### src/rtl/rpPkg.sv
package rpPkg;

   //////////////////////////////////////////////////
   // Register selects
   //////////////////////////////////////////////////

   // Mass-bus register numbers, octal as on the drive
   localparam logic [4:0] RP_SEL_CS1 = 5'o00;
   localparam logic [4:0] RP_SEL_DS  = 5'o01;
   localparam logic [4:0] RP_SEL_ER1 = 5'o02;
   localparam logic [4:0] RP_SEL_AS  = 5'o04;
   localparam logic [4:0] RP_SEL_DA  = 5'o05;
   localparam logic [4:0] RP_SEL_DC  = 5'o12;

   //////////////////////////////////////////////////
   // Function codes, CS1 bits 5:1
   //////////////////////////////////////////////////

   localparam logic [4:0] RP_FUN_NOP    = 5'o00;
   localparam logic [4:0] RP_FUN_SEEK   = 5'o02;
   localparam logic [4:0] RP_FUN_DRVCLR = 5'o04;
   localparam logic [4:0] RP_FUN_WRDATA = 5'o30;
   localparam logic [4:0] RP_FUN_RDDATA = 5'o34;

   // Geometry, highest legal value of each field
   localparam logic [4:0] RP_LAST_SECTOR = 5'd21;
   localparam logic [4:0] RP_LAST_TRACK  = 5'd18;
   localparam logic [9:0] RP_LAST_CYL    = 10'd814;

   // Busy length of one command in clocks
   localparam int unsigned RP_OP_CYCLES = 16;
   localparam int unsigned RP_OP_CNT_W  = $clog2(RP_OP_CYCLES + 1);

   //////////////////////////////////////////////////
   // ER1 bit layout
   //////////////////////////////////////////////////

   localparam int RP_ER1_DCK  = 15;
   localparam int RP_ER1_UNS  = 14;
   localparam int RP_ER1_IOP  = 13;
   localparam int RP_ER1_DTE  = 12;
   localparam int RP_ER1_WLE  = 11;
   localparam int RP_ER1_IAE  = 10;
   localparam int RP_ER1_AOE  = 9;
   localparam int RP_ER1_HCRC = 8;
   localparam int RP_ER1_HCE  = 7;
   localparam int RP_ER1_ECH  = 6;
   localparam int RP_ER1_WCF  = 5;
   localparam int RP_ER1_FER  = 4;
   localparam int RP_ER1_PAR  = 3;
   localparam int RP_ER1_RMR  = 2;
   localparam int RP_ER1_ILR  = 1;
   localparam int RP_ER1_ILF  = 0;

   // Host write word, seen as a CS1 command or as a DA address
   typedef union packed {
      struct packed {
         logic [9:0] rsvd;
         logic [4:0] fun;
         logic       go;
      } cs1;
      struct packed {
         logic [2:0] rsvdHi;
         logic [4:0] track;
         logic [2:0] rsvdLo;
         logic [4:0] sector;
      } da;
   } rpWord;

endpackage

### src/rtl/rpRegDecode.sv
`timescale 1ns/1ps

module rpRegDecode (
   input  logic         clk,
   input  logic         rst,
   input  logic         regWrite,
   input  logic [4:0]   regSel,
   input  logic [35:0]  dataIn,
   input  logic         writeLock,
   input  logic         dry,
   input  logic [15:0]  ds,
   input  logic [15:0]  er1,
   input  logic [15:0]  da,
   input  logic [15:0]  dc,
   output logic         goCmd,
   output logic [4:0]   func,
   output logic         er1Write,
   output logic         daWrite,
   output logic         dcWrite,
   output logic         drvClr,
   output logic         setRmr,
   output logic         setIlf,
   output logic         setPar,
   output logic         setWle,
   output rpPkg::rpWord word,
   output logic [15:0]  rdData,
   output logic         atn
);
   import rpPkg::*;

   logic        parOk;
   logic        wrOk;
   logic        busyTarget;
   logic        accept;
   logic        cs1Write;
   logic        goWrite;
   logic        legalFun;
   logic        asClear;
   logic [4:0]  newFun;
   logic [4:0]  funReg;
   logic        ata;
   logic        dryQ;
   logic        dryRise;
   logic        errPulse;
   logic [15:0] er1Q;

   //////////////////////////////////////////////////
   // Write qualification
   //////////////////////////////////////////////////

   // Odd parity across data and parity bit
   assign parOk  = ^dataIn[16:0];
   assign word   = dataIn[15:0];
   assign wrOk   = regWrite & parOk;
   // Bad parity drops the write entirely
   assign setPar = regWrite & ~parOk;

   // Registers locked while a command runs
   assign busyTarget = (regSel == RP_SEL_CS1) | (regSel == RP_SEL_DA) |
                       (regSel == RP_SEL_DC);
   assign setRmr     = wrOk & busyTarget & ~dry;
   assign accept     = wrOk & (dry | ~busyTarget);

   assign cs1Write = accept & (regSel == RP_SEL_CS1);
   assign daWrite  = accept & (regSel == RP_SEL_DA);
   assign dcWrite  = accept & (regSel == RP_SEL_DC);
   // ER1 does its own busy gating
   assign er1Write = wrOk & (regSel == RP_SEL_ER1);
   assign asClear  = wrOk & (regSel == RP_SEL_AS) & dataIn[0];

   //////////////////////////////////////////////////
   // Command decode
   //////////////////////////////////////////////////

   assign newFun  = word.cs1.fun;
   assign goWrite = cs1Write & word.cs1.go;

   always_comb
   begin
      case (newFun)
         RP_FUN_NOP, RP_FUN_SEEK, RP_FUN_DRVCLR,
         RP_FUN_WRDATA, RP_FUN_RDDATA: legalFun = 1'b1;
         default:                      legalFun = 1'b0;
      endcase
   end

   assign setIlf = goWrite & ~legalFun;
   assign drvClr = goWrite & (newFun == RP_FUN_DRVCLR);
   assign setWle = goWrite & (newFun == RP_FUN_WRDATA) & writeLock;
   // NOP never makes the drive busy
   assign goCmd  = goWrite & legalFun & (newFun != RP_FUN_NOP);

   // Bypass so the new code is seen at the GO edge
   assign func = cs1Write ? newFun : funReg;

   // Attention on command end or any new error bit
   assign dryRise  = dry & ~dryQ;
   assign errPulse = setRmr | setIlf | setPar | setWle | (|(er1 & ~er1Q));

   always_ff @(posedge clk or posedge rst)
   begin
      if (rst)
      begin
         funReg <= '0;
         ata    <= 1'b0;
         dryQ   <= 1'b1;
         er1Q   <= '0;
      end
      else
      begin
         dryQ <= dry;
         er1Q <= er1;
         if (cs1Write)
            funReg <= newFun;
         // Set wins over a clear in the same cycle
         if (errPulse | dryRise)
            ata <= 1'b1;
         else if (asClear)
            ata <= 1'b0;
      end
   end

   assign atn = ata;

   // Read mux, GO reads back as busy
   always_comb
   begin
      case (regSel)
         RP_SEL_CS1: rdData = {10'd0, funReg, ~dry};
         RP_SEL_DS:  rdData = {ata, ds[14:0]};
         RP_SEL_ER1: rdData = er1;
         RP_SEL_AS:  rdData = {15'd0, ata};
         RP_SEL_DA:  rdData = da;
         RP_SEL_DC:  rdData = dc;
         default:    rdData = 16'd0;
      endcase
   end

endmodule

### src/rtl/rpDiskAddr.sv
`timescale 1ns/1ps

module rpDiskAddr (
   input  logic         clk,
   input  logic         rst,
   input  logic         clr,
   input  logic         drvClr,
   input  logic         daWrite,
   input  logic         dcWrite,
   input  rpPkg::rpWord word,
   input  logic         goCmd,
   input  logic [4:0]   func,
   input  logic         opDone,
   output logic         setIae,
   output logic         setAoe,
   output logic [15:0]  da,
   output logic [15:0]  dc
);
   import rpPkg::*;

   logic [4:0] sector;
   logic [4:0] track;
   logic [9:0] cyl;
   logic       dataCmd;
   logic       addrBad;
   logic       lastAddr;
   // Transfer in flight with a good address
   logic       xfer;

   assign dataCmd  = (func == RP_FUN_WRDATA) | (func == RP_FUN_RDDATA);
   assign addrBad  = (sector > RP_LAST_SECTOR) | (track > RP_LAST_TRACK) |
                     (cyl > RP_LAST_CYL);
   assign lastAddr = (sector == RP_LAST_SECTOR) & (track == RP_LAST_TRACK) &
                     (cyl == RP_LAST_CYL);

   assign setIae = goCmd & dataCmd & addrBad;
   assign setAoe = opDone & xfer & lastAddr;

   always_ff @(posedge clk or posedge rst)
   begin
      if (rst)
      begin
         sector <= '0;
         track  <= '0;
         cyl    <= '0;
         xfer   <= 1'b0;
      end
      else if (clr | drvClr)
      begin
         sector <= '0;
         track  <= '0;
         cyl    <= '0;
         xfer   <= 1'b0;
      end
      else
      begin
         //////////////////////////////////////////////////
         // End of transfer, step sector then track then cylinder
         //////////////////////////////////////////////////
         if (opDone & xfer)
         begin
            xfer <= 1'b0;
            if (sector != RP_LAST_SECTOR)
               sector <= sector + 5'd1;
            else
            begin
               sector <= '0;
               if (track != RP_LAST_TRACK)
                  track <= track + 5'd1;
               else
               begin
                  track <= '0;
                  // Past the last cylinder the address folds to zero
                  cyl <= (cyl == RP_LAST_CYL) ? 10'd0 : cyl + 10'd1;
               end
            end
         end
         if (goCmd)
            xfer <= dataCmd & ~addrBad;
         // Host writes take priority
         if (daWrite)
         begin
            sector <= word.da.sector;
            track  <= word.da.track;
         end
         if (dcWrite)
            cyl <= word[9:0];
      end
   end

   assign da = {3'd0, track, 3'd0, sector};
   assign dc = {6'd0, cyl};

endmodule

### src/rtl/rpErr1.sv
`timescale 1ns/1ps

module rpErr1 (
   input  logic         clk,
   input  logic         rst,
   input  logic         clr,
   input  logic         drvClr,
   input  logic         er1Write,
   input  logic         dry,
   input  rpPkg::rpWord word,
   input  logic         setWle,
   input  logic         setIae,
   input  logic         setAoe,
   input  logic         setPar,
   input  logic         setRmr,
   input  logic         setIlf,
   output logic [15:0]  er1
);
   import rpPkg::*;

   logic [15:0] setVec;
   logic        hostLoad;
   logic        clearAll;

   //////////////////////////////////////////////////
   // Hardware set sources
   //////////////////////////////////////////////////

   // Only six bits have a hardware source
   always_comb
   begin
      setVec              = '0;
      setVec[RP_ER1_WLE]  = setWle;
      setVec[RP_ER1_IAE]  = setIae;
      setVec[RP_ER1_AOE]  = setAoe;
      setVec[RP_ER1_PAR]  = setPar;
      setVec[RP_ER1_RMR]  = setRmr;
      setVec[RP_ER1_ILF]  = setIlf;
   end

   // DCK UNS IOP DTE HCRC HCE ECH WCF FER ILR
   // are host written or cleared only

   // Host load only when the drive is idle
   assign hostLoad = er1Write & dry;

   // Bus clear and drive clear
   assign clearAll = clr | drvClr;

   //////////////////////////////////////////////////
   // Error flip-flops
   //////////////////////////////////////////////////

   // Per bit priority
   //   clear
   //   hardware set
   //   host load
   always_ff @(posedge clk or posedge rst)
   begin
      if (rst)
         er1 <= '0;
      else if (clearAll)
         er1 <= '0;
      else
      begin
         for (int i = 0; i < 16; i++)
         begin
            if (setVec[i])
               er1[i] <= 1'b1;
            else if (hostLoad)
               er1[i] <= word[i];
         end
      end
   end

endmodule

### src/rtl/rpStatus.sv
`timescale 1ns/1ps

module rpStatus (
   input  logic        clk,
   input  logic        rst,
   input  logic        goCmd,
   input  logic [15:0] er1,
   output logic        dry,
   output logic        opDone,
   output logic [15:0] ds
);
   import rpPkg::*;

   // Clocks left in the current command
   logic [RP_OP_CNT_W-1:0] opCnt;
   logic                   err;

   //////////////////////////////////////////////////
   // Busy timer
   //////////////////////////////////////////////////

   always_ff @(posedge clk or posedge rst)
   begin
      if (rst)
      begin
         opCnt  <= '0;
         opDone <= 1'b0;
      end
      else
      begin
         // Last count step, done lines up with DRY rising
         opDone <= (opCnt == RP_OP_CNT_W'(1));
         if (goCmd)
            opCnt <= RP_OP_CNT_W'(RP_OP_CYCLES);
         else if (opCnt != '0)
            opCnt <= opCnt - 1'b1;
      end
   end

   // Ready whenever the timer is idle
   assign dry = (opCnt == '0);

   // Any ER1 bit is a drive error
   assign err = |er1;

   //////////////////////////////////////////////////
   // Drive status word
   //////////////////////////////////////////////////

   // Bit 15 ATA is merged in on read
   // Bit 14 ERR
   // Bit 8  drive present, always one here
   // Bit 7  DRY
   assign ds = {1'b0, err, 5'd0, 1'b1, dry, 7'd0};

endmodule

### src/rtl/rpDrive.sv
`timescale 1ns/1ps

module rpDrive (
   input  logic        clk,
   input  logic        rst,
   input  logic        clr,
   input  logic        regWrite,
   input  logic [4:0]  regSel,
   input  logic [35:0] dataIn,
   input  logic        writeLock,
   output logic [15:0] rdData,
   output logic        dry,
   output logic        atn
);
   import rpPkg::*;

   // Decode outputs
   logic        goCmd;
   logic [4:0]  func;
   logic        er1Write;
   logic        daWrite;
   logic        dcWrite;
   logic        drvClr;
   logic        setRmr;
   logic        setIlf;
   logic        setPar;
   logic        setWle;
   rpWord       word;

   // Address and status
   logic        setIae;
   logic        setAoe;
   logic [15:0] da;
   logic [15:0] dc;
   logic        opDone;
   logic [15:0] ds;
   logic [15:0] er1;

   //////////////////////////////////////////////////
   // Host port and command decode
   //////////////////////////////////////////////////

   rpRegDecode u_rpRegDecode (
      .clk(clk), .rst(rst), .regWrite(regWrite), .regSel(regSel),
      .dataIn(dataIn), .writeLock(writeLock), .dry(dry), .ds(ds),
      .er1(er1), .da(da), .dc(dc), .goCmd(goCmd), .func(func),
      .er1Write(er1Write), .daWrite(daWrite), .dcWrite(dcWrite),
      .drvClr(drvClr), .setRmr(setRmr), .setIlf(setIlf), .setPar(setPar),
      .setWle(setWle), .word(word), .rdData(rdData), .atn(atn)
   );

   // Track, sector and cylinder
   rpDiskAddr u_rpDiskAddr (
      .clk(clk), .rst(rst), .clr(clr), .drvClr(drvClr), .daWrite(daWrite),
      .dcWrite(dcWrite), .word(word), .goCmd(goCmd), .func(func),
      .opDone(opDone), .setIae(setIae), .setAoe(setAoe), .da(da), .dc(dc)
   );

   rpErr1 u_rpErr1 (
      .clk(clk), .rst(rst), .clr(clr), .drvClr(drvClr), .er1Write(er1Write),
      .dry(dry), .word(word), .setWle(setWle), .setIae(setIae),
      .setAoe(setAoe), .setPar(setPar), .setRmr(setRmr), .setIlf(setIlf),
      .er1(er1)
   );

   // Busy timer and DS
   rpStatus u_rpStatus (
      .clk(clk), .rst(rst), .goCmd(goCmd), .er1(er1),
      .dry(dry), .opDone(opDone), .ds(ds)
   );

endmodule

### config.mk
export PLATFORM = sky130hd
export DESIGN_NAME = rpDrive
export DESIGN_NICKNAME = d
export VERILOG_FILES = /design/src/rtl/rpPkg.sv /design/src/rtl/rpRegDecode.sv /design/src/rtl/rpDiskAddr.sv /design/src/rtl/rpErr1.sv /design/src/rtl/rpStatus.sv /design/src/rtl/rpDrive.sv
export SDC_FILE = /design/constraint.sdc
export NUM_CORES = 1
export LEC_CHECK = 0
export ABC_CLOCK_PERIOD_IN_PS = 8000
export BUFFER_PORTS_ARGS = -buffer_cell sky130_fd_sc_hd__buf_2
export CAP_MARGIN = 20
export CORE_ASPECT_RATIO = 1.25
export CORE_MARGIN = 5
export CORE_UTILIZATION = 40
export CTS_CLUSTER_DIAMETER = 30
export CTS_CLUSTER_SIZE = 40
export DETAILED_ROUTE_END_ITERATION = 8
export GPL_TIMING_DRIVEN = 0
export MAX_ROUTING_LAYER = met4
export PLACE_DENSITY = 0.62
export SLEW_MARGIN = 10
export SYNTH_ARGS = -nofsm -noshare
export SYNTH_HDL_FRONTEND = slang
export SYNTH_SLANG_ARGS = --single-unit
### constraint.sdc
create_clock -name clk -period 8 [get_ports clk]
set_clock_uncertainty 0.05 [all_clocks]
set_input_delay 1.6 -clock clk [delete_from_list [all_inputs] [get_ports clk]]
set_output_delay 1.6 -clock clk [all_outputs]
set_load 0.01 [all_outputs]
* Word-level counts from Yosys, hierarchy flattened
Cells that the tools add are included.
** Word-level totals
- Register bits after elaboration :: 66
- Input bits :: 46
- Output and inout port bits :: 18
- Logic and storage cells :: 162
** Operators by class
- $add $sub $neg :: 4
- Order comparisons :: 3
- Equality and inequality tests :: 20
- Mux-type cells :: 48
- Bitwise operators :: 47
- Reductions and logical operators :: 23
** Operators with widths (number)
- $pmux 16 s6 :: 1
- $mux 10 :: 6
- $mux 5 :: 12
- $reduce_or 16->1 :: 2
- $eq 5x5->1 const B :: 6
- $mux 1 :: 28
- $and 1x1->1 :: 27
- $reduce_bool 3->1 :: 9
- $reduce_xor 17->1 :: 1
- $and 16x16->16 :: 1
- $mux 16 :: 1
- $not 16->16 :: 1
- $eq 5x3->1 const B :: 3
- $logic_not 5->1 :: 3
- $or 1x1->1 :: 12
- $add 10x1->10 const B :: 1
- $add 5x1->5 const B :: 2
- $eq 10x10->1 const B :: 1
- $eq 5x1->1 const B :: 2
- $eq 5x2->1 const B :: 2
- $gt 10x10->1 const B :: 1
- $gt 5x5->1 const B :: 2
- $ne 5x5->1 const B :: 2
- $reduce_bool 5->1 :: 2
- 8 further kinds :: 17

* Longest topological paths before layout
Gate-level depths: netlist of the first run.
- Depth after elaboration :: 15
- Depth in mapped cells :: 11
- Mapped depth without buffers :: 9

* Cells and area by module
From an unflattened synthesis of the first run, not the netlist that was laid out.
** Unflattened totals
- Cell total of the unflattened synthesis :: 501
- Area, all modules :: 4616.9 µm²
** Modules (own cells, without submodules)
- rpRegDecode :: instances 1, cells each 180, area each 1705.4 µm², seq. area each 576.8 µm²
- rpDiskAddr :: instances 1, cells each 199, area each 1619.1 µm², seq. area each 525.5 µm²
- rpErr1 :: instances 1, cells each 69, area each 830.8 µm², seq. area each 400.4 µm²
- rpStatus :: instances 1, cells each 53, area each 461.7 µm², seq. area each 150.1 µm²

* Worst setup path after synthesis of the first run
Ideal clock, no wire load.
- Path kind :: input -> output
- Start point :: input regSel[1]
- End point :: output rdData[8]
- Data arrival time :: 2.910 ns
- Required time :: 6.350 ns
- Setup slack :: 3.440 ns
- Stages :: 4
- Buffers on the path :: 0
- Cells stage by stage :: or4b_2 nor2_1 a22oi_1 nand2_1
** Between the ends
- Longest elaborated chain between the ends :: 2
- Elaborated cells on any way between the ends :: 7
- Classes of those cells :: eq/ne: 5; mux: 1; reduce/logical: 1
** Ends and longest elaborated chain
- start: declaration :: line rpDrive.sv:8 : input logic [4:0] regSel,
- $eq 5x4->1, or another cell as far along :: line rpRegDecode.sv:128 : case (regSel)
- $pmux 16 s6 * :: line rpRegDecode.sv:128
- end: declaration :: line rpDrive.sv:11 : output logic [15:0] rdData,
Every way passes the cells marked *; elsewhere a longest branch is shown, timed or not.

* Worst setup path in the final report of the first run
- Start point :: input regSel[4]
- End point :: output rdData[1]
The elaborated chain is that of the path after synthesis.

==> metrics, run 1 <==
status completed; first-pass GRT wire length 19.5 mm; Core Util, Final 0.485; Synth top area share 0.410; Critical Setup Path Class in2out; Hold Crit Class reg2reg; core area 9660 um^2; largest net degree at the start of global routing 55; Post-Syn Instances 440; CTS Buf Count 9; crit path time final around 5.3 ns; synthesis-stage register bit count 66; area leader, netlist dfrtp_1; area delta synth->final 18.0%; worst vdd ir about 0.14 mV; Row Count 40; Mapped Avg Cell Area about 9 um^2; full die area 12000 um^2; placer congestion estimate 0.940; Final ANT Viol Nets 0; Startpoint Class primary input; Max-Cap Viols 0; FFs w/ async S/R, synth 1.00; Final Max Tran Viols 0; initial antenna violation count 0; Synth top cells by count 65 x dfrtp_1, 39 x nand2_1, 38 x nor2_1, 32 x a21oi_1, 28 x inv_1; CP max FO 10; # fillers slightly above 900; most common cell in the netlist dfrtp_1; DR DRC count 0; CTS sink count between 60 and 70; WL/cell slightly below 20 um; total power 1.01 mW; Yosys cell types 66; Post-Synthesis Cell Area roughly 4000 um^2; Syn. warnings 0; die height 121 um; Leakage between 2 and 2.5 nW; Worst Tran Pin Value 0.992 ns; Antenna diodes 0; Slew headroom 0.320; WP data required ~6.4 ns; Crit path arrival time about 3.7 ns; Hold Buf Count CTS 0; top_reg_cell synth dfrtp_1; CTS tree built; Multi-input gate area roughly 2100 um^2; crit path launch regSel[4]; postcts setup bufs 0; register area share after synthesis 0.417; Final setup viols 0; R2R setup slack 4.90 ns; vias per cell 5.88; final WL around 12 mm; Nets about 550; fin crit share 0.664; flip-flop and latch area 1650 um^2; DP HPWL 9.01 mm; DIE WIDTH 99.1 um; P per Cell Area around 220 nW/um^2; Initial Util 0.411; number of global-route vias before repair 3573; buffer depth of the longest clock path 2; GRT Resource Usage Total 0.217; cts repair resizes 0; clk root buf clkbuf_16; reg2reg start u_rpStatus.opCnt[0]$_DFFE_PP0P_; hold path start u_rpErr1.er1[12]$_DFFE_PP0P_; vias 3667; unrepaired setup endpoints after global routing no; Clk Latency, worst-skew pair 0.34 ns; I/O Pins 64; Mapped Nets 495; H-Tree Depth 3; EDFF count, synth 0; Iter 0 DRT Violations ~260; Max Clock Freq 188 MHz; critical path capture point type primary output; layout cells sized above 1 0.151; grt total ovfl 0; port buffer count 41; Setup TNS Final 0 ns; Area contributors post-synth dfrtp_1 41%, a21oi_1 4.0%, nand2_1 3.7%, a211oi_1 3.6%, nor2_1 3.6%; clock slew at reported path FFs 0.05 ns; Final Hold Fails 0; DR pass1 iterations 5
## per-layer routing
| metal | share of wire | global-route usage | wire, um | vias up |
|---|---|---|---|---|
| li1 | - | - | - | 1726 |
| met1 | 0.41 | 0.265 | 4930 | 1757 |
| met2 | 0.50 | 0.345 | 6050 | 153 |
| met3 | 0.058 | 0.0449 | 702 | 31 |
| met4 | 0.037 | 0.0965 | 448 | 0 |
| met5 | 0 | - | 0 | - |
## critical path, stage by stage
cell      delay (ns)
buf_2           0.12
or3_1           0.42
nor2_1          0.51
clkbuf_1        0.49
a22oi_1         0.25
nand2_1         0.14
buf_2           0.14
## sequential cells by signal, summed over array words and instances, names as in the netlist
signal / cells
u_rpRegDecode.er1Q: 16
u_rpStatus.opCnt: 5
u_rpErr1.er1: 16
u_rpDiskAddr.xfer: 1
u_rpRegDecode.dryQ: 1
u_rpRegDecode.funReg: 5
u_rpDiskAddr.track: 5
u_rpStatus.opDone: 1
u_rpDiskAddr.cyl: 10
u_rpDiskAddr.sector: 5
u_rpRegDecode.atn: 1
## power breakdown
group          leakage, nW  switching (mW)  internal (mW)
Sequential           0.900          0.0219          0.358
Combinational        0.988           0.126         0.0752
Clock                0.156           0.149          0.280
Total                 2.04           0.297          0.714
## stage by stage
step	setup slack [ns]	cells	hold slack (ns)	cell area, um^2
floorplan	3.44	440	0.340	3970
global placement	2.69	607	0.397	4330
detailed placement	2.73	608	0.393	4360
CTS	2.73	624	0.408	4680
global route	2.59	624	0.432	4680
finish	2.68	624	0.407	4680
## worst paths after layout
kind                                                endpoint  depth (start not counted)
setup / recovery                                   rdData[1]                          7
hold reg to reg             u_rpRegDecode.er1Q[12]$_DFF_PP0_                          0
hold / removal              u_rpRegDecode.er1Q[12]$_DFF_PP0_                          0
max in group asynchronous       u_rpRegDecode.dryQ$_DFF_PP1_                          3
min in group asynchronous  u_rpDiskAddr.track[3]$_DFFE_PP0P_                          2
setup reg to reg                 u_rpErr1.er1[5]$_DFFE_PP0P_                         10
## kinds of logic after synthesis
group | synth area share
adders and majority gates | 0.0284
AOI/OAI and AO/OA | 0.205
DFF | 0.417
and+or+nand+nor | 0.214
buffers and inverters | 0.0501
muxes | 0.0268
xor gates and xnor gates | 0.0590
## cell type report
cell class	instances	share of cell area
Multi-Input combinational cell	326	0.452
Sequential cell	66	0.353
Clock buffer	11	0.0519
Timing Repair Buffer	42	0.0497
Tap cell	126	0.0337
Inverter	29	0.0238
Buffer	19	0.0192
Clock inverter	5	0.0166
## cell usage in the layout (no fill, tap or decap), types with 13 or more instances in the layout
cell type / count
dfrtp_1: 65
buf_2: 47
nand2_1: 39
nor2_1: 38
a21oi_1: 32
inv_1: 27
o21ai_0: 25
nor3_1: 19
a211oi_1: 19
xnor2_1: 14
nand3_1: 13
Note: power is estimated with default switching activity, not from simulation.
==> run 2, diff against run 1 <==
--- a/config.mk
+++ b/config.mk
@@ -5,7 +5,8 @@
 export SDC_FILE = /design/constraint.sdc
 export NUM_CORES = 1
 export LEC_CHECK = 0
-export ABC_CLOCK_PERIOD_IN_PS = 8000
+export ABC_AREA = 1
+export ABC_CLOCK_PERIOD_IN_PS = 4300
 export BUFFER_PORTS_ARGS = -buffer_cell sky130_fd_sc_hd__buf_2
 export CAP_MARGIN = 20
 export CORE_ASPECT_RATIO = 1.25
@@ -16,7 +17,7 @@
 export DETAILED_ROUTE_END_ITERATION = 8
 export GPL_TIMING_DRIVEN = 0
 export MAX_ROUTING_LAYER = met4
-export PLACE_DENSITY = 0.62
+export PLACE_DENSITY = 0.63
 export SLEW_MARGIN = 10
 export SYNTH_ARGS = -nofsm -noshare
 export SYNTH_HDL_FRONTEND = slang
==> constraint.sdc (replaced) <==
create_clock -name clk -period 4.3 [get_ports clk]
set_clock_uncertainty 0.05 [all_clocks]
set_input_delay 0.86 -clock clk [delete_from_list [all_inputs] [get_ports clk]]
set_output_delay 0.86 -clock clk [all_outputs]
set_load 0.01 [all_outputs]
==> metrics, run 2 <==
FF-to-FF path depth 12; Yosys cell types 44; H-Tree Depth 3; Final Hold Fails 0; Largest regs u_rpErr1.er1 x16, u_rpRegDecode.er1Q x16, u_rpDiskAddr.cyl x10; port buffer count 44; Final Max Tran Viols 0; Max-Cap Viols 0; GRT Resource Usage Total 0.222; post-placement cell count 776; reg2reg start u_rpStatus.opCnt[0]$_DFFE_PP0P_; Startpoint Class primary input; clock slew at reported path FFs 0.06 ns; clk root buf clkbuf_16; Adder-Cell Fraction of Synth Area 0.0254; Synth top area share 0.366; Nets 707; Flop pwr share 0.368; Hold Crit Class reg2reg; final WL 13.9 mm; Final setup viols 0; CTS Buf Count 9; Mapped Nets 651; most common cell in the netlist nand2_1; DR pass1 iterations 5; Synth top cells by count 155 x nand2_1, 90 x inv_1, 65 x dfrtp_1, 41 x nand3_1; initial antenna violation count 0; crit-path leading delay family buffers and inverters; Synth Area in Simple Gates 0.318; synthesis-stage register bit count 66; Crit path arrival time 2.60 ns; routed wl met2 a little under 7 mm; critical path capture point type primary output; EDFF count, synth 0; Antenna diodes 0; crit path time final 3.51 ns; Iter 0 DRT Violations 300; Final ANT Viol Nets 0; met3 routed wirelength 646 um; Critical Setup Path Class in2out; layout cells sized above 1 0.201; worst vdd ir approximately 0.31 mV; Leakage 2.65 nW; fin crit share 0.816; Switching Fraction 0.290; post-synthesis compound-gate area fraction 0.162; die height 128 um; Synth Area in XOR/XNOR 0.0138; cts repair resizes 0; CTS tree built; Row Count 43; switching pwr 553 uW; core area 11000 um^2; DP HPWL 10.8 mm; vias 4301; top_reg_cell synth dfrtp_1; CP max FO 10; area delta synth->final 17.2%; grt total ovfl 0; R2R setup slack 1.70 ns; placer congestion estimate 0.928; Post-Synthesis Cell Area 4440 um^2; number of global-route vias before repair between 4k and 5k; Initial Util 0.405; WL/cell 17.6 um; Setup TNS Final 0 ns; Clk Latency, worst-skew pair ~0.34 ns; largest family of logic cells by synthesized area simple AND/OR/NAND/NOR gates; Worst Path Buf+Inv 4; register area share after synthesis 0.372; buffer depth of the longest clock path 2; hold path start u_rpErr1.er1[12]$_DFFE_PP0P_; slowest stage delay, CP roughly 0.30 ns; Max Clock Freq 285 MHz; Int Pwr 1.35 mW; Hold Slack 0.320 ns; full die area 13300 um^2; commonest non-fill, non-tap cells in the layout 155 x nand2_1, 89 x inv_1, 65 x dfrtp_1, 46 x buf_2, 41 x nand3_1; P per Cell Area 366 nW/um^2; postcts setup bufs 0; WP data required 3.39 ns; total power roughly 1.9 mW; DIE WIDTH about 100 um; unrepaired setup endpoints after global routing no; combinational share of power 0.173; Syn. warnings 0; Hold Crit Depth 0; status completed; mux contribution to synthesized area 0; first-pass GRT wire length ~23 mm; Area contributors post-synth dfrtp_1 37%, nand2_1 13%, inv_1 7.6%, nand3_1 4.6%, o21ai_1 3.0%; CTS sink count 66; slowest library cell on the worst path buf_2; area leader, netlist dfrtp_1; Mapped Avg Cell Area 7.45 um^2; worst-path cell chain buf_2 > nor2_1 > nand2_1 > nor2_1 > buf_2 > inv_1 > o22ai_1 > nor2_1 > o21ai_0 > buf_2; top layer in use met4; largest net degree at the start of global routing 45; Finished Layout Cells 792; Worst Tran Pin Value 0.723 ns; Hold Path Sink u_rpRegDecode.er1Q[12]$_DFF_PP0_; Hold Buf Count CTS 0; Slew headroom 0.518; I/O Pins 64; Post-Syn Instances 596; share of total power in the clock network 0.459; vias per cell roughly 5.4; FFs w/ async S/R, synth 1.00; reg2reg end u_rpDiskAddr.track[0]$_DFFE_PP0P_; most common cell after layout, fill and taps aside nand2_1; Core Util, Final 0.474; DR DRC count 0; Metal-1 WL 6.05 mm
[run 2: area by class of cell]
type | count | area (um^2)
fill | 1094 | 5770
multi-input combinational | 418 | 2300
sequential | 66 | 1650
inverter | 100 | 382
timing repair buffer | 45 | 240
clock buffer | 9 | 225
tap | 135 | 169
clock inverter | 7 | 125
buffer | 12 | 104
[run 2: worst max-delay path by stage]
stage,slack [ns],endpoint,cells past startpoint,start
final,0.79,rdData[0],10,regSel[1]
after global routing,0.65,rdData[4],10,regSel[1]
after global placement,0.86,u_rpRegDecode.er1Q[13]$_DFF_PP0_,2,rst
after CTS,0.81,rdData[4],10,regSel[1]
after detailed placement,0.83,rdData[4],10,regSel[1]
after floorplan,1.52,rdData[4],8,regSel[1]
[run 2: layer usage]
layer  GRT usage  vias up
li1            -     2106
met1       0.280     2024
met2       0.363      141
met3      0.0332       30
met4      0.0785        0
met5           -        -
[run 2: power by group through the flow]
stage                     combinational (mW)  sequential, mW  clock, mW
after detailed placement               0.326           0.711          0
after global placement                 0.314           0.708          0
after floorplan                        0.234           0.701          0
after global routing                   0.377           0.705      0.921
final                                  0.329           0.700      0.873
after CTS                              0.329           0.700      0.885
[run 2: logic make-up after synthesis]
| kind of cell | count (synthesis) |
|---|---|
| AO/OA/AOI/OAI | 114 |
| buffers and inverters | 112 |
| AND/OR/NAND/NOR | 288 |
| adder cells (fa/ha/maj) | 9 |
| XOR/XNOR | 7 |
| flip-flops | 66 |
[run 2: metrics by stage]
stage | cell area [um^2] | setup WS (ns)
after floorplan | 4440 | 1.52
after global placement | 4830 | 0.857
after detailed placement | 4850 | 0.826
after CTS | 5200 | 0.810
after global routing | 5200 | 0.646
final | 5200 | 0.792
==> run 3, diff against run 2 <==
--- a/config.mk
+++ b/config.mk
@@ -6,7 +6,7 @@
 export NUM_CORES = 1
 export LEC_CHECK = 0
 export ABC_AREA = 1
-export ABC_CLOCK_PERIOD_IN_PS = 4300
+export ABC_CLOCK_PERIOD_IN_PS = 3500
 export BUFFER_PORTS_ARGS = -buffer_cell sky130_fd_sc_hd__buf_2
 export CAP_MARGIN = 20
 export CORE_ASPECT_RATIO = 1.25
@@ -17,7 +17,7 @@
 export DETAILED_ROUTE_END_ITERATION = 8
 export GPL_TIMING_DRIVEN = 0
 export MAX_ROUTING_LAYER = met4
-export PLACE_DENSITY = 0.63
+export PLACE_DENSITY = 0.61
 export SLEW_MARGIN = 10
 export SYNTH_ARGS = -nofsm -noshare
 export SYNTH_HDL_FRONTEND = slang
==> constraint.sdc (replaced) <==
create_clock -name clk -period 3.5 [get_ports clk]
set_clock_uncertainty 0.05 [all_clocks]
set_input_delay 0.7 -clock clk [delete_from_list [all_inputs] [get_ports clk]]
set_output_delay 0.7 -clock clk [all_outputs]
set_load 0.01 [all_outputs]
==> metrics, run 3 (same netlist as run 2, synthesis figures left out) <==
Worst Tran Pin Value about 0.69 ns; Leakage 2.64 nW; area delta synth->final 16.7%; postcts setup bufs 0; Largest regs u_rpErr1.er1 x16, u_rpRegDecode.er1Q x16, u_rpDiskAddr.cyl x10; initial antenna violation count 0; switching pwr 670 uW; P per Cell Area 435 nW/um^2; Critical Setup Path Class in2out; most common cell after layout, fill and taps aside nand2_1; Initial Util 0.405; WL/cell 17.0 um; I/O Pins 64; critical path capture point type primary output; final WL 13.5 mm; status completed; cts repair resizes 0; vias approximately 4.2k; share of total power in the clock network 0.441; design area 5180 um^2; Crit path arrival time 2.49 ns; Slew headroom 0.534; Iter 0 DRT Violations 241; CTS Buf Count 9; clock slew at reported path FFs 0.06 ns; DR pass1 iterations 5; die height ~130 um; Row Count 43; clk root buf clkbuf_16; Startpoint Class primary input; core area 11000 um^2; commonest non-fill, non-tap cells in the layout 155 x nand2_1, 89 x inv_1, 65 x dfrtp_1, 46 x buf_2, 41 x nand3_1; DP HPWL 10.8 mm; CP max FO 10; H-Tree Depth 3; Hold Buf Count CTS 0; Multi-input gate area between 2000 and 2500 um^2; Switching Fraction 0.297; buffer depth of the longest clock path 2; Nets 707; Int Pwr 1.59 mW; DR DRC count 0; grt total ovfl 0; WP data required 2.75 ns; Final ANT Viol Nets 0; Setup TNS Final 0 ns; Worst Slack Setup Final 0.262 ns; Setup WS pre-CTS about 0.34 ns; combinational share of power 0.178; Clk Latency, worst-skew pair 0.34 ns; number of global-route vias before repair ~4.2k; full die area between 10000 and 15000 um^2; DIE WIDTH 104 um; Post-DP Area 4850 um^2; Final setup viols 0; worst vdd ir about 0.26 mV; layout cells sized above 1 0.201; vias per cell 5.28; Max Clock Freq 309 MHz; Final Hold Fails 0; GRT Resource Usage Total 0.216; fin crit share 0.925; unrepaired setup endpoints after global routing no; # fillers around 1.2k; first-pass GRT wire length 22.0 mm; Max-Cap Viols 0; Hold Slack 0.281 ns; crit path time final 3.24 ns; Hold Crit Class in2async; flip-flop and latch area 1650 um^2; port buffer count 44; Flop pwr share 0.381; Final Max Tran Viols 0; Antenna diodes 0; CTS sink count 66; placer congestion estimate ~1.0; largest net degree at the start of global routing 43; CTS tree built
[run 3: cell count changes in the layout (fill, tap and decap cells not counted)]
cell / change
clkinv_4: +1
bufinv_16: -1
inv_6: -2
inv_8: +1
clkinv_2: +1
[run 3: metrics by stage]
| step | utilization | instances | power [mW] |
|---|---|---|---|
| 3_5_place_dp | 0.442 | 776 | 1.27 |
| 5_1_grt | 0.472 | 792 | 2.39 |
| 4_1_cts | 0.472 | 792 | 2.28 |
| 2_1_floorplan | - | 596 | 1.15 |
| 6_report | 0.472 | 792 | 2.25 |
| 3_3_place_gp | 0.440 | 775 | 1.26 |
[run 3: final cells by class]
cell class,instances,area share
inverter,100,0.0737
clock buffer,9,0.0435
clock inverter,7,0.0198
tap,135,0.0326
sequential,66,0.319
multi-input combinational,418,0.445
buffer,12,0.0200
timing repair buffer,45,0.0464
[run 3: worst paths after layout]
check	slack, ns	startpoint	cells past startpoint	endpoint
min in group clk	0.32	u_rpErr1.er1[14]$_DFFE_PP0P_	0	u_rpRegDecode.er1Q[14]$_DFF_PP0_
max in group asynchronous	2.53	rst	3	u_rpRegDecode.dryQ$_DFF_PP1_
max	0.26	regSel[1]	10	rdData[0]
min	0.28	rst	2	u_rpDiskAddr.cyl[5]$_DFFE_PP0P_
max reg2reg	0.89	u_rpStatus.opCnt[0]$_DFFE_PP0P_	12	u_rpDiskAddr.track[3]$_DFFE_PP0P_
min reg2reg	0.32	u_rpErr1.er1[14]$_DFFE_PP0P_	0	u_rpRegDecode.er1Q[14]$_DFF_PP0_
[run 3: power groups by stage]
stage               sequential (mW)  combinational (mW)  clock [mW]
floorplan                     0.861               0.288           0
global placement              0.870               0.386           0
detailed placement            0.872               0.402           0
CTS                           0.859               0.404        1.01
global route                  0.866               0.460        1.06
finish                        0.860               0.400       0.995
[run 3: per-layer routing]
layer / part of all wire / wire (um) / global-route usage / up-vias
li1: - / - / - / 2096
met3: 0.047 / 639 / 0.0479 / 34
met2: 0.47 / 6350 / 0.343 / 131
met1: 0.44 / 5970 / 0.265 / 1917
met4: 0.039 / 522 / 0.0945 / 0
met5: 0 / 0 / - / -
[run 3: critical path, stage by stage]
cell     delay [ns]
buf_2          0.10
nor2_1         0.18
nand2_1        0.10
nor2_1         0.19
buf_2          0.30
inv_1          0.21
o22ai_1        0.29
nor2_1         0.10
o21ai_0        0.13
buf_2          0.19
